File: config.mk
export PLATFORM = sky130hd
export DESIGN_NAME = mips_core
export DESIGN_NICKNAME = d
export VERILOG_FILES = /design/src/mips_isa_pkg.sv /design/src/mips_pipe_pkg.sv /design/src/pipe_reg.sv /design/src/reg_file.sv /design/src/alu_ctl_dec.sv /design/src/decode.sv /design/src/execute.sv /design/src/mips_core.sv
export SDC_FILE = /design/constraint.sdc
export NUM_CORES = 2
export LEC_CHECK = 0
export BUFFER_PORTS_ARGS = -buffer_cell sky130_fd_sc_hd__buf_4
export CAP_MARGIN = 20
export CORE_MARGIN = 2
export CORE_UTILIZATION = 27
export CTS_BUF_LIST = sky130_fd_sc_hd__clkbuf_4 sky130_fd_sc_hd__clkbuf_8
export DETAILED_ROUTE_END_ITERATION = 8
export SYNTH_ARGS = -nofsm -noshare
export SYNTH_HDL_FRONTEND = slang
export SYNTH_SLANG_ARGS = --single-unit
File: constraint.sdc
create_clock -name clk -period 12.7 [get_ports clk]
set_input_delay 1.27 -clock clk [delete_from_list [all_inputs] [get_ports clk]]
set_output_delay 1.27 -clock clk [all_outputs]
set_load 0.1 [all_outputs]
File: src/mips_isa_pkg.sv
`default_nettype none

package mips_isa_pkg;

    typedef logic [5:0]  op_t;
    typedef logic [5:0]  func_t;
    typedef logic [4:0]  reg_addr_t;
    typedef logic [31:0] word_t;

    // primary opcodes
    localparam op_t OP_SPECIAL = 6'b000000;
    localparam op_t OP_REGIMM  = 6'b000001;
    localparam op_t OP_J       = 6'b000010;
    localparam op_t OP_JAL     = 6'b000011;
    localparam op_t OP_BEQ     = 6'b000100;
    localparam op_t OP_BNE     = 6'b000101;
    localparam op_t OP_BLEZ    = 6'b000110;
    localparam op_t OP_BGTZ    = 6'b000111;
    localparam op_t OP_ADDI    = 6'b001000;
    localparam op_t OP_ADDIU   = 6'b001001;
    localparam op_t OP_SLTI    = 6'b001010;
    localparam op_t OP_SLTIU   = 6'b001011;
    localparam op_t OP_ANDI    = 6'b001100;
    localparam op_t OP_ORI     = 6'b001101;
    localparam op_t OP_XORI    = 6'b001110;
    localparam op_t OP_LUI     = 6'b001111;
    localparam op_t OP_COP0    = 6'b010000;
    localparam op_t OP_LB      = 6'b100000;
    localparam op_t OP_LH      = 6'b100001;
    localparam op_t OP_LW      = 6'b100011;
    localparam op_t OP_LBU     = 6'b100100;
    localparam op_t OP_LHU     = 6'b100101;
    localparam op_t OP_SB      = 6'b101000;
    localparam op_t OP_SH      = 6'b101001;
    localparam op_t OP_SW      = 6'b101011;

    // function field under SPECIAL
    localparam func_t F_SLL     = 6'b000000;
    localparam func_t F_SRL     = 6'b000010;
    localparam func_t F_SRA     = 6'b000011;
    localparam func_t F_SLLV    = 6'b000100;
    localparam func_t F_SRLV    = 6'b000110;
    localparam func_t F_SRAV    = 6'b000111;
    localparam func_t F_JR      = 6'b001000;
    localparam func_t F_JALR    = 6'b001001;
    localparam func_t F_SYSCALL = 6'b001100;
    localparam func_t F_BREAK   = 6'b001101;
    localparam func_t F_MFHI    = 6'b010000;
    localparam func_t F_MTHI    = 6'b010001;
    localparam func_t F_MFLO    = 6'b010010;
    localparam func_t F_MTLO    = 6'b010011;
    localparam func_t F_MULT    = 6'b011000;
    localparam func_t F_MULTU   = 6'b011001;
    localparam func_t F_DIV     = 6'b011010;
    localparam func_t F_DIVU    = 6'b011011;
    localparam func_t F_ADD     = 6'b100000;
    localparam func_t F_ADDU    = 6'b100001;
    localparam func_t F_SUB     = 6'b100010;
    localparam func_t F_SUBU    = 6'b100011;
    localparam func_t F_AND     = 6'b100100;
    localparam func_t F_OR      = 6'b100101;
    localparam func_t F_XOR     = 6'b100110;
    localparam func_t F_NOR     = 6'b100111;
    localparam func_t F_SLT     = 6'b101010;
    localparam func_t F_SLTU    = 6'b101011;

    // rt field under REGIMM
    localparam reg_addr_t B_BLTZ   = 5'b00000;
    localparam reg_addr_t B_BGEZ   = 5'b00001;
    localparam reg_addr_t B_BLTZAL = 5'b10000;
    localparam reg_addr_t B_BGEZAL = 5'b10001;

    // rs field under COP0
    localparam reg_addr_t C_MFC0 = 5'b00000;
    localparam reg_addr_t C_MTC0 = 5'b00100;
    localparam reg_addr_t C_ERET = 5'b10000;

    typedef enum logic [6:0] {
        ADD, ADDU, SUB, SUBU, SLT, SLTU, AND, NOR, OR, XOR,
        SLLV, SLL, SRAV, SRA, SRLV, SRL, LUI,
        BEQ, BNE, BGEZ, BLTZ, BGEZAL, BLTZAL, BGTZ, BLEZ,
        J, JAL, JR, JALR,
        LB, LBU, LH, LHU, LW, SB, SH, SW,
        ERET, MFC0, MTC0,
        DIV, DIVU, MULT, MULTU, MFHI, MFLO, MTHI, MTLO,
        BREAK, SYSCALL, RESERVED
    } decoded_op_t;

    typedef enum logic [3:0] {
        ALU_ADD, ALU_ADDU, ALU_SUB, ALU_SUBU, ALU_SLT, ALU_SLTU,
        ALU_AND, ALU_NOR, ALU_OR, ALU_XOR, ALU_SLL, ALU_SRA, ALU_SRL
    } alufunc_t;

endpackage

`default_nettype wire

File: src/mips_pipe_pkg.sv
`default_nettype none

package mips_pipe_pkg;

    import mips_isa_pkg::*;

    // instruction word as seen by decode, R-type field layout
    typedef struct packed {
        op_t       op;
        reg_addr_t rs;
        reg_addr_t rt;
        reg_addr_t rd;
        logic [4:0] shamt;
        func_t     funct;
    } fetch_t;

    typedef enum logic [1:0] {SHSRC_FIELD, SHSRC_RS, SHSRC_16} shamt_src_t;
    typedef enum logic {BSRC_RT, BSRC_IMM} b_src_t;

    typedef struct packed {
        decoded_op_t op;
        alufunc_t    alufunc;
        word_t       rs_val;
        word_t       rt_val;
        word_t       imm;
        shamt_src_t  shamt_src;
        b_src_t      b_src;
        reg_addr_t   dst;
        logic        we;
    } exec_t;

    typedef struct packed {
        logic      en;
        reg_addr_t addr;
        word_t     data;
    } wb_t;

    typedef struct packed {
        decoded_op_t op;
        word_t       result;
        logic        we;
        reg_addr_t   dst;
        logic        taken;
        logic        reserved;
    } retire_t;

endpackage

`default_nettype wire

File: src/pipe_reg.sv
`timescale 1ns/1ps
`default_nettype none

module pipe_reg #(
    parameter type payload_t = logic [31:0]
) (
    input  wire logic     clk,
    input  wire logic     arst_n,
    input  wire logic     in_valid,
    input  wire payload_t in_data,
    output logic          out_valid,
    output payload_t      out_data
);

    always_ff @(posedge clk or negedge arst_n) begin
        if (!arst_n) begin
            out_valid <= 1'b0;
        end else begin
            out_valid <= in_valid;
        end
    end

    // payload holds through idle cycles
    always_ff @(posedge clk) begin
        if (in_valid) begin
            out_data <= in_data;
        end
    end

endmodule

`default_nettype wire

File: src/reg_file.sv
`timescale 1ns/1ps
`default_nettype none

module reg_file
    import mips_isa_pkg::*, mips_pipe_pkg::*;
(
    input  wire logic      clk,
    input  wire logic      arst_n,
    input  wire reg_addr_t rs_addr,
    input  wire reg_addr_t rt_addr,
    output word_t          rs_data,
    output word_t          rt_data,
    input  wire wb_t       wb
);

    word_t regs [32];
    logic  wr_hit;

    // register zero never takes a write
    assign wr_hit = wb.en && (wb.addr != '0);

    always_ff @(posedge clk or negedge arst_n) begin
        if (!arst_n) begin
            for (int i = 0; i < 32; i++) begin
                regs[i] <= '0;
            end
        end else if (wr_hit) begin
            regs[wb.addr] <= wb.data;
        end
    end

    // same-cycle write bypass gives sequential semantics
    always_comb begin
        if (wr_hit && (wb.addr == rs_addr)) begin
            rs_data = wb.data;
        end else begin
            rs_data = regs[rs_addr];
        end
    end

    always_comb begin
        if (wr_hit && (wb.addr == rt_addr)) begin
            rt_data = wb.data;
        end else begin
            rt_data = regs[rt_addr];
        end
    end

endmodule

`default_nettype wire

File: src/alu_ctl_dec.sv
`timescale 1ns/1ps
`default_nettype none

module alu_ctl_dec
    import mips_isa_pkg::*;
(
    input  wire decoded_op_t op,
    output alufunc_t         alufunc
);

    always_comb begin
        case (op)
            ADD:     alufunc = ALU_ADD;
            ADDU:    alufunc = ALU_ADDU;
            SUB:     alufunc = ALU_SUB;
            SUBU:    alufunc = ALU_SUBU;
            SLT:     alufunc = ALU_SLT;
            SLTU:    alufunc = ALU_SLTU;
            AND:     alufunc = ALU_AND;
            NOR:     alufunc = ALU_NOR;
            OR:      alufunc = ALU_OR;
            XOR:     alufunc = ALU_XOR;
            // variable shifts share the plain shifter
            SLLV:    alufunc = ALU_SLL;
            SLL:     alufunc = ALU_SLL;
            SRAV:    alufunc = ALU_SRA;
            SRA:     alufunc = ALU_SRA;
            SRLV:    alufunc = ALU_SRL;
            SRL:     alufunc = ALU_SRL;
            // immediate shifted up by 16
            LUI:     alufunc = ALU_SLL;
            // loads and stores form their address here
            default: alufunc = ALU_ADDU;
        endcase
    end

endmodule

`default_nettype wire

File: src/decode.sv
`timescale 1ns/1ps
`default_nettype none

module decode
    import mips_isa_pkg::*, mips_pipe_pkg::*;
(
    input  wire logic   valid,
    input  wire fetch_t instr,
    output reg_addr_t   rs_addr,
    output reg_addr_t   rt_addr,
    input  wire word_t  rs_data,
    input  wire word_t  rt_data,
    output exec_t       bundle
);

    decoded_op_t dop;
    alufunc_t    alufunc;
    logic [15:0] imm16;
    logic        zero_ext;
    logic        b_imm;
    logic        writes;
    shamt_src_t  shamt_src;

    assign rs_addr = instr.rs;
    assign rt_addr = instr.rt;
    assign imm16   = {instr.rd, instr.shamt, instr.funct};

    always_comb begin
        dop = RESERVED;
        case (instr.op)
            OP_ADDI:  dop = ADD;
            OP_ADDIU: dop = ADDU;
            OP_SLTI:  dop = SLT;
            OP_SLTIU: dop = SLTU;
            OP_ANDI:  dop = AND;
            OP_ORI:   dop = OR;
            OP_XORI:  dop = XOR;
            OP_LUI:   dop = LUI;
            OP_BEQ:   dop = BEQ;
            OP_BNE:   dop = BNE;
            OP_BGTZ:  dop = BGTZ;
            OP_BLEZ:  dop = BLEZ;
            OP_J:     dop = J;
            OP_JAL:   dop = JAL;
            OP_LB:    dop = LB;
            OP_LBU:   dop = LBU;
            OP_LH:    dop = LH;
            OP_LHU:   dop = LHU;
            OP_LW:    dop = LW;
            OP_SB:    dop = SB;
            OP_SH:    dop = SH;
            OP_SW:    dop = SW;
            OP_REGIMM: begin
                case (instr.rt)
                    B_BLTZ:   dop = BLTZ;
                    B_BGEZ:   dop = BGEZ;
                    B_BLTZAL: dop = BLTZAL;
                    B_BGEZAL: dop = BGEZAL;
                    default:  dop = RESERVED;
                endcase
            end
            OP_COP0: begin
                case (instr.rs)
                    C_MFC0:  dop = MFC0;
                    C_MTC0:  dop = MTC0;
                    C_ERET:  dop = ERET;
                    default: dop = RESERVED;
                endcase
            end
            OP_SPECIAL: begin
                case (instr.funct)
                    F_ADD:     dop = ADD;
                    F_ADDU:    dop = ADDU;
                    F_SUB:     dop = SUB;
                    F_SUBU:    dop = SUBU;
                    F_SLT:     dop = SLT;
                    F_SLTU:    dop = SLTU;
                    F_AND:     dop = AND;
                    F_NOR:     dop = NOR;
                    F_OR:      dop = OR;
                    F_XOR:     dop = XOR;
                    F_SLL:     dop = SLL;
                    F_SLLV:    dop = SLLV;
                    F_SRA:     dop = SRA;
                    F_SRAV:    dop = SRAV;
                    F_SRL:     dop = SRL;
                    F_SRLV:    dop = SRLV;
                    F_JR:      dop = JR;
                    F_JALR:    dop = JALR;
                    F_MULT:    dop = MULT;
                    F_MULTU:   dop = MULTU;
                    F_DIV:     dop = DIV;
                    F_DIVU:    dop = DIVU;
                    F_MFHI:    dop = MFHI;
                    F_MFLO:    dop = MFLO;
                    F_MTHI:    dop = MTHI;
                    F_MTLO:    dop = MTLO;
                    F_BREAK:   dop = BREAK;
                    F_SYSCALL: dop = SYSCALL;
                    default:   dop = RESERVED;
                endcase
            end
            default: dop = RESERVED;
        endcase
    end

    alu_ctl_dec alu_ctl_dec_i (
        .op      (dop),
        .alufunc (alufunc)
    );

    // logical immediates and LUI take the zero-extended form
    assign zero_ext = instr.op inside {OP_ANDI, OP_ORI, OP_XORI, OP_LUI};

    // ALU immediates plus loads and stores use the immediate as operand b
    assign b_imm = (instr.op inside {OP_ADDI, OP_ADDIU, OP_SLTI, OP_SLTIU,
                                     OP_ANDI, OP_ORI, OP_XORI, OP_LUI})
                   || instr.op[5];

    assign writes = dop inside {ADD, ADDU, SUB, SUBU, SLT, SLTU, AND, NOR, OR, XOR,
                                SLLV, SLL, SRAV, SRA, SRLV, SRL, LUI};

    always_comb begin
        case (dop)
            SLLV, SRLV, SRAV: shamt_src = SHSRC_RS;
            LUI:              shamt_src = SHSRC_16;
            default:          shamt_src = SHSRC_FIELD;
        endcase
    end

    always_comb begin
        bundle.op        = dop;
        bundle.alufunc   = alufunc;
        bundle.rs_val    = rs_data;
        bundle.rt_val    = rt_data;
        bundle.imm       = zero_ext ? {16'h0000, imm16} : {{16{imm16[15]}}, imm16};
        bundle.shamt_src = shamt_src;
        bundle.b_src     = b_imm ? BSRC_IMM : BSRC_RT;
        // rd for R-type, rt otherwise
        bundle.dst       = (instr.op == OP_SPECIAL) ? instr.rd : instr.rt;
        bundle.we        = valid && writes;
    end

endmodule

`default_nettype wire

File: src/execute.sv
`timescale 1ns/1ps
`default_nettype none

module execute
    import mips_isa_pkg::*, mips_pipe_pkg::*;
(
    input  wire logic  valid,
    input  wire exec_t bundle,
    output wb_t        wb,
    output logic       out_valid,
    output retire_t    retire
);

    word_t      a;
    word_t      b;
    logic [4:0] shamt;
    word_t      alu_out;
    logic       is_mem;
    logic       taken;

    assign a = bundle.rs_val;
    assign b = (bundle.b_src == BSRC_IMM) ? bundle.imm : bundle.rt_val;

    always_comb begin
        case (bundle.shamt_src)
            SHSRC_RS: shamt = bundle.rs_val[4:0];
            SHSRC_16: shamt = 5'd16;
            default:  shamt = bundle.imm[10:6];
        endcase
    end

    // shifts act on operand b, no overflow traps
    always_comb begin
        case (bundle.alufunc)
            ALU_ADD, ALU_ADDU: alu_out = a + b;
            ALU_SUB, ALU_SUBU: alu_out = a - b;
            ALU_SLT:  alu_out = {31'd0, $signed(a) < $signed(b)};
            ALU_SLTU: alu_out = {31'd0, a < b};
            ALU_AND:  alu_out = a & b;
            ALU_NOR:  alu_out = ~(a | b);
            ALU_OR:   alu_out = a | b;
            ALU_XOR:  alu_out = a ^ b;
            ALU_SLL:  alu_out = b << shamt;
            ALU_SRA:  alu_out = word_t'($signed(b) >>> shamt);
            ALU_SRL:  alu_out = b >> shamt;
            default:  alu_out = '0;
        endcase
    end

    assign is_mem = bundle.op inside {LB, LBU, LH, LHU, LW, SB, SH, SW};

    always_comb begin
        case (bundle.op)
            BEQ:             taken = (bundle.rs_val == bundle.rt_val);
            BNE:             taken = (bundle.rs_val != bundle.rt_val);
            BGEZ, BGEZAL:    taken = !bundle.rs_val[31];
            BLTZ, BLTZAL:    taken = bundle.rs_val[31];
            BGTZ:            taken = !bundle.rs_val[31] && (bundle.rs_val != '0);
            BLEZ:            taken = bundle.rs_val[31] || (bundle.rs_val == '0);
            J, JAL, JR, JALR: taken = 1'b1;
            default:         taken = 1'b0;
        endcase
    end

    assign wb.en   = valid && bundle.we;
    assign wb.addr = bundle.dst;
    assign wb.data = alu_out;

    assign out_valid       = valid;
    assign retire.op       = bundle.op;
    assign retire.result   = (bundle.we || is_mem) ? alu_out : '0;
    assign retire.we       = bundle.we;
    assign retire.dst      = bundle.dst;
    assign retire.taken    = taken;
    assign retire.reserved = (bundle.op == RESERVED);

endmodule

`default_nettype wire

File: src/mips_core.sv
`timescale 1ns/1ps
`default_nettype none

module mips_core
    import mips_isa_pkg::*, mips_pipe_pkg::*;
(
    input  wire logic   clk,
    input  wire logic   arst_n,
    input  wire logic   in_valid,
    input  wire fetch_t instr,
    output logic        out_valid,
    output retire_t     retire
);

    logic      d_valid;
    fetch_t    d_data;
    reg_addr_t rs_addr;
    reg_addr_t rt_addr;
    word_t     rs_data;
    word_t     rt_data;
    exec_t     d_bundle;
    logic      e_valid;
    exec_t     e_data;
    wb_t       wb;

    // decode stage register
    pipe_reg #(.payload_t(fetch_t)) d_reg_i (
        .clk       (clk),
        .arst_n    (arst_n),
        .in_valid  (in_valid),
        .in_data   (instr),
        .out_valid (d_valid),
        .out_data  (d_data)
    );

    decode decode_i (
        .valid   (d_valid),
        .instr   (d_data),
        .rs_addr (rs_addr),
        .rt_addr (rt_addr),
        .rs_data (rs_data),
        .rt_data (rt_data),
        .bundle  (d_bundle)
    );

    reg_file reg_file_i (
        .clk     (clk),
        .arst_n  (arst_n),
        .rs_addr (rs_addr),
        .rt_addr (rt_addr),
        .rs_data (rs_data),
        .rt_data (rt_data),
        .wb      (wb)
    );

    // execute stage register
    pipe_reg #(.payload_t(exec_t)) e_reg_i (
        .clk       (clk),
        .arst_n    (arst_n),
        .in_valid  (d_valid),
        .in_data   (d_bundle),
        .out_valid (e_valid),
        .out_data  (e_data)
    );

    execute execute_i (
        .valid     (e_valid),
        .bundle    (e_data),
        .wb        (wb),
        .out_valid (out_valid),
        .retire    (retire)
    );

endmodule

`default_nettype wire

# == Word level (Yosys, flattened, before mapping) ==
# Memory sizes are Yosys's and may differ from the RTL's. A register that Yosys moved wholly into a read port is not among the register bits.
# Index checks and enable logic that the tools add are counted.
# classes
n_bitwise,7
reduce_logical,31
add_sub_neg,2
shift,3
n_lt_le_gt_ge,6
mux,23
eq_ne,84
# op_table
operator,n
1024-bit bitwise mux,1
32-bit case mux with 11 select lines,1
32-bit binary-select mux with 5-bit select,2
32-bit 2-to-1 mux,9
7-bit case mux with 25 select lines,1
32-bit demux with 5-bit select,1
"7-bit by 5-bit == test with 1-bit output, second input constant",16
32-bit < comparator,2
"7-bit by 4-bit == test with 1-bit output, second input constant",8
"6-bit by 4-bit == test with 1-bit output, second input constant",8
"6-bit == test, second input constant",8
"7-bit by 6-bit == test with 1-bit output, second input constant",6
32-bit adder,1
32-bit AND,1
32-bit == test,1
32-bit logical NOT,1
32-bit != test,1
32-bit NOT,1
32-bit OR,1
32-bit nonzero test,1
32-bit by 5-bit left shift with 32-bit output,1
32-bit by 5-bit >> shifter with 32-bit output,1
32-bit by 5-bit >>> shifter with 32-bit output,1
32-bit subtractor,1
44 further kinds,81
# totals
romBits,512
reg_bits,1155
n_memories,2
elab_cells,207
out_inout_bits,48
inputBits,35
# memory_table
memory,words,word_bits,read_ports,rd_ports_with_merged_regs,wr,line_no,source
(no name shown),64,6,1,1,0,decode.sv:71,case (instr.funct)
(no name shown),32,4,1,1,0,alu_ctl_dec.sv:12,case (op)

# == Longest topological paths before layout ==
# logic_depth
word_depth,6
ltp_mapped,19
depth_no_buf,13

# == Cells and area by module ==
# From an unflattened synthesis, not the netlist that was laid out.
# hier_totals
hier_cells,5616
area_unflattened_um2,71264.6
# by_module_without_submodules
mod,n_inst,area_each_um2,cells_each,seq_area_each_um2
reg_file,1,53920.5,3495,25624.6
execute,1,10800.4,1679,0.0
pipe_reg at e_reg_i,1,3508.4,117,3508.4
decode,1,1936.9,277,0.0
pipe_reg at d_reg_i,1,985.9,33,985.9
alu_ctl_dec,1,112.6,15,0.0

# == Least setup slack after synthesis ==
# No wires, ideal clock.
# synth_timing
path_kind,flip-flop to output port
start,register e_reg_i.out_data[6] (netlist bit)
end,output retire[36] (netlist bit)
n_path_buf,3
t_arrival_ns,5.194
stages_incl_launch_ff,17
required_ns,11.430
setup_slack_ns,6.236
path_cell_list,edfxtp_1 buf_6 buf_6 mux2i_1 inv_1 ha_1 fa_1 o21ba_2 or4_4 a2111oi_4 o211ai_1 nand2_1 a21o_1 a21oi_1 mux2_2 clkbuf_1 a21oi_1
# synth_rtl
item,line_no,source
start: declaration,pipe_reg.sv:12,output payload_t out_data
start signal: assignment,pipe_reg.sv:26,out_data <= in_data;
end: declaration,mips_core.sv:12,output retire_t retire

==> qor.yml <==
final_layout_size_suffix_gt1_frac: 0.227
total_power_uw: 14600
drc_errors: 0
synth-async-reset-ratio: 0.881
hold_buffers: 0
fin_area_mm2: 0.0774
whs_ns: 0.365
synthToLayoutAreaGrowth_pct: 11.6
power_density_mw_per_mm2: 188
yosysTopAreaCellShare: 0.370
fin_util: 0.302
first_global_vias: 54900
clk_root_buffer_cell: "clkbuf_8"
drv_slew: 0
h-tree-depth: 4
cts_tree: "done"
worst_slew_pin_slew_ns: 1.15
period_minus_slack_ns: 8.27
fin_crit_sh: 0.651
ir_drop_mv: 0.0957
critPathRequiredTime_ns: 11.43
yosys-top-cells-count: "dfrtp_1, nand2_1, nor2_1"
drtIter0Drc: 6328
synth_edf_count: 132
antenna_found_initial: 8
synth_ff_type: "dfrtp_1"
ys_top_cells_by_area: "dfrtp_1, mux4_2, edfxtp_1, o21ai_0, a21oi_1"
cts_setup_buffers: 0
dp_hpwl_mm: 177
cts_sinks: 1164
place_area_mm2: 0.0733
min_path_type: "input port to async pin"
yosysMostFrequentCell: "dfrtp_1"
synth_cells: 6524
ios: 83
synth.avg_cell_area_um2: 10.6
max-cap-violations: 0
seq_area_frac_synth: 0.429
n_fill_cell: 26100
cts.path.max_buffers: 3
clkTransAtPathRegs_ns: 0.07
coreArea_mm2: 0.256
hold_viol_final: 0
fmax_ghz: 0.121
ys_seq_elements: 1164
ys_types: 108
vias: 55300
portBuffers: 81
outcome: "completed"
leakage_uw: 0.0309
arrival_ns: 7.00
vias_per_cell: 5.62
insertion_delay_ns: 1.01
finClkSkew_ns: 0.0936
rsz0062_at_grt: "no"
cts_resized: 0
cp-start-kind: "flip-flop"
grt_max_degree: 176
grt_usage: 0.198
crit_type: "flip-flop to output pin"
ys_warn_count: 0
die_w_um: 511
dieArea_mm2: 0.261
wl_per_cell_um: 26.8
setup_violations: 0
numCtsBuffers: 188
postRouteAntennaNets: 0
drt-pass1-iter-count: 6
syn_nets: 6665
start_util: 0.271
syn_area_mm2: 0.0694
synth_top_area_cell: "dfrtp_1"
slew_headroom: 0.211
gp_congestion: 1.01
crit_path_end_kind: "output pin"
tns_ns: 0
totalWireLength_mm: 263
fin_nets: 6443
grt_pass1_wl_mm: 385
die_h_um: 511
num_rows: 186
critPathMaxFanout: 34
grt-ovfl-total: 0
[flip-flops by register name (all words and copies together), names as in the netlist, named ones only]
signal,flops
reg_file_i.regs,1024
e_reg_i.out_data,100
d_reg_i.out_data,32
d_reg_i.out_valid,1
e_reg_i.out_valid,1
[area by class of cell]
| type | instances | area (um2) | share of cell area |
|---|---|---|---|
| multi-input cells | 4580 | 36800 | 0.476 |
| flip-flops and latches | 1164 | 29800 | 0.384 |
| well taps | 3384 | 4230 | 0.0547 |
| clock buffers | 283 | 3510 | 0.0453 |
| repair buffers | 251 | 2090 | 0.0270 |
| clock inverters | 60 | 572 | 0.00739 |
| inverters | 117 | 439 | 0.00567 |
| diodes | 1 | 2.50 | 0.0000323 |
[logic make-up (layout without fill, tap and decap cells)]
group | after synthesis | after routing | share of synthesized area
AO/OA/AOI/OAI | 1840 | 1840 | 0.157
XOR/XNOR | 68 | 68 | 0.00858
adder cells (fa/ha/maj) | 106 | 106 | 0.0193
buffers and inverters | 780 | 711 | 0.0465
flip-flops | 1164 | 1164 | 0.429
multiplexers | 768 | 768 | 0.229
other | 1 | 2 | 0.0000540
AND/OR/NAND/NOR | 1797 | 1797 | 0.111
[path summary, 6_finish.rpt]
path | depth (start not counted) | slack (ns) | to | from
max | 14 | 4.43 | retire[35] | e_reg_i.out_data[6]
min | 1 | 0.36 | reg_file_i.regs[595] | arst_n
max reg2reg | 13 | 6.52 | e_reg_i.out_data[102] | e_reg_i.out_data[6]
min reg2reg | 0 | 0.39 | reg_file_i.regs[1019] | reg_file_i.regs[1019]
max in group asynchronous | 3 | 10.12 | reg_file_i.regs[466] | arst_n
min in group clk | 0 | 0.39 | reg_file_i.regs[1019] | reg_file_i.regs[1019]
[worst max-delay path, cell delays in order, from the launching register on]
cell      delay, ns
edfxtp_1       0.32
buf_4          0.54
mux2i_1        0.76
ha_1           0.57
inv_1          0.20
nand4_1        0.15
a211oi_1       0.89
o21ai_0        0.61
a31oi_1        0.47
mux2i_1        0.27
nand4_1        0.17
a21oi_4        0.18
buf_4          0.42
nor2_1         0.08
buf_4          0.26
[per-layer routing]
metal  track usage  routed length, um  share of wire  up-vias
li1              -                  -              -    23700
met1         0.256             107000           0.41    28400
met2         0.313             122000           0.46     2558
met3        0.0378              19200          0.073      636
met4         0.103              14900          0.057        2
met5             0                  8       0.000030        -
[layout by cell type, fill, tap and decap left out, types with 18 or more instances in the layout]
master / instances
a221oi_1: 28
mux2_2: 72
clkbuf_4: 62
nor2_1: 652
dfrtp_1: 1025
inv_1: 107
a21o_1: 24
xnor2_1: 62
nand4_1: 28
o22ai_1: 18
ha_1: 104
nor3_1: 108
buf_4: 235
a21oi_1: 629
o21ai_0: 655
nor2b_1: 60
clkbuf_8: 221
nor4_1: 24
o21ai_1: 30
mux2i_1: 43
a31oi_1: 64
edfxtp_1: 132
a211oi_1: 105
nor2_2: 22
a21oi_2: 30
clkinv_2: 28
nand2_1: 690
nand3_1: 65
o211ai_1: 36
mux4_2: 646
[through the flow]
stage | setup WS [ns] | std cells
CTS | 4.18 | 9836
global placement | 5.28 | 9492
global route | 4.26 | 9840
detailed placement | 5.25 | 9493
finish | 4.43 | 9840
floorplan | 6.24 | 6524
[where the power goes]
part	switching, uW	internal, uW	total [uW]	leakage [uW]
registers	876	4820	5700	0.0149
logic	3110	2210	5320	0.0139
clock network	1670	1880	3550	0.00217
total	5650	8910	14600	0.0309
Power figures use the tool's default switching activity.
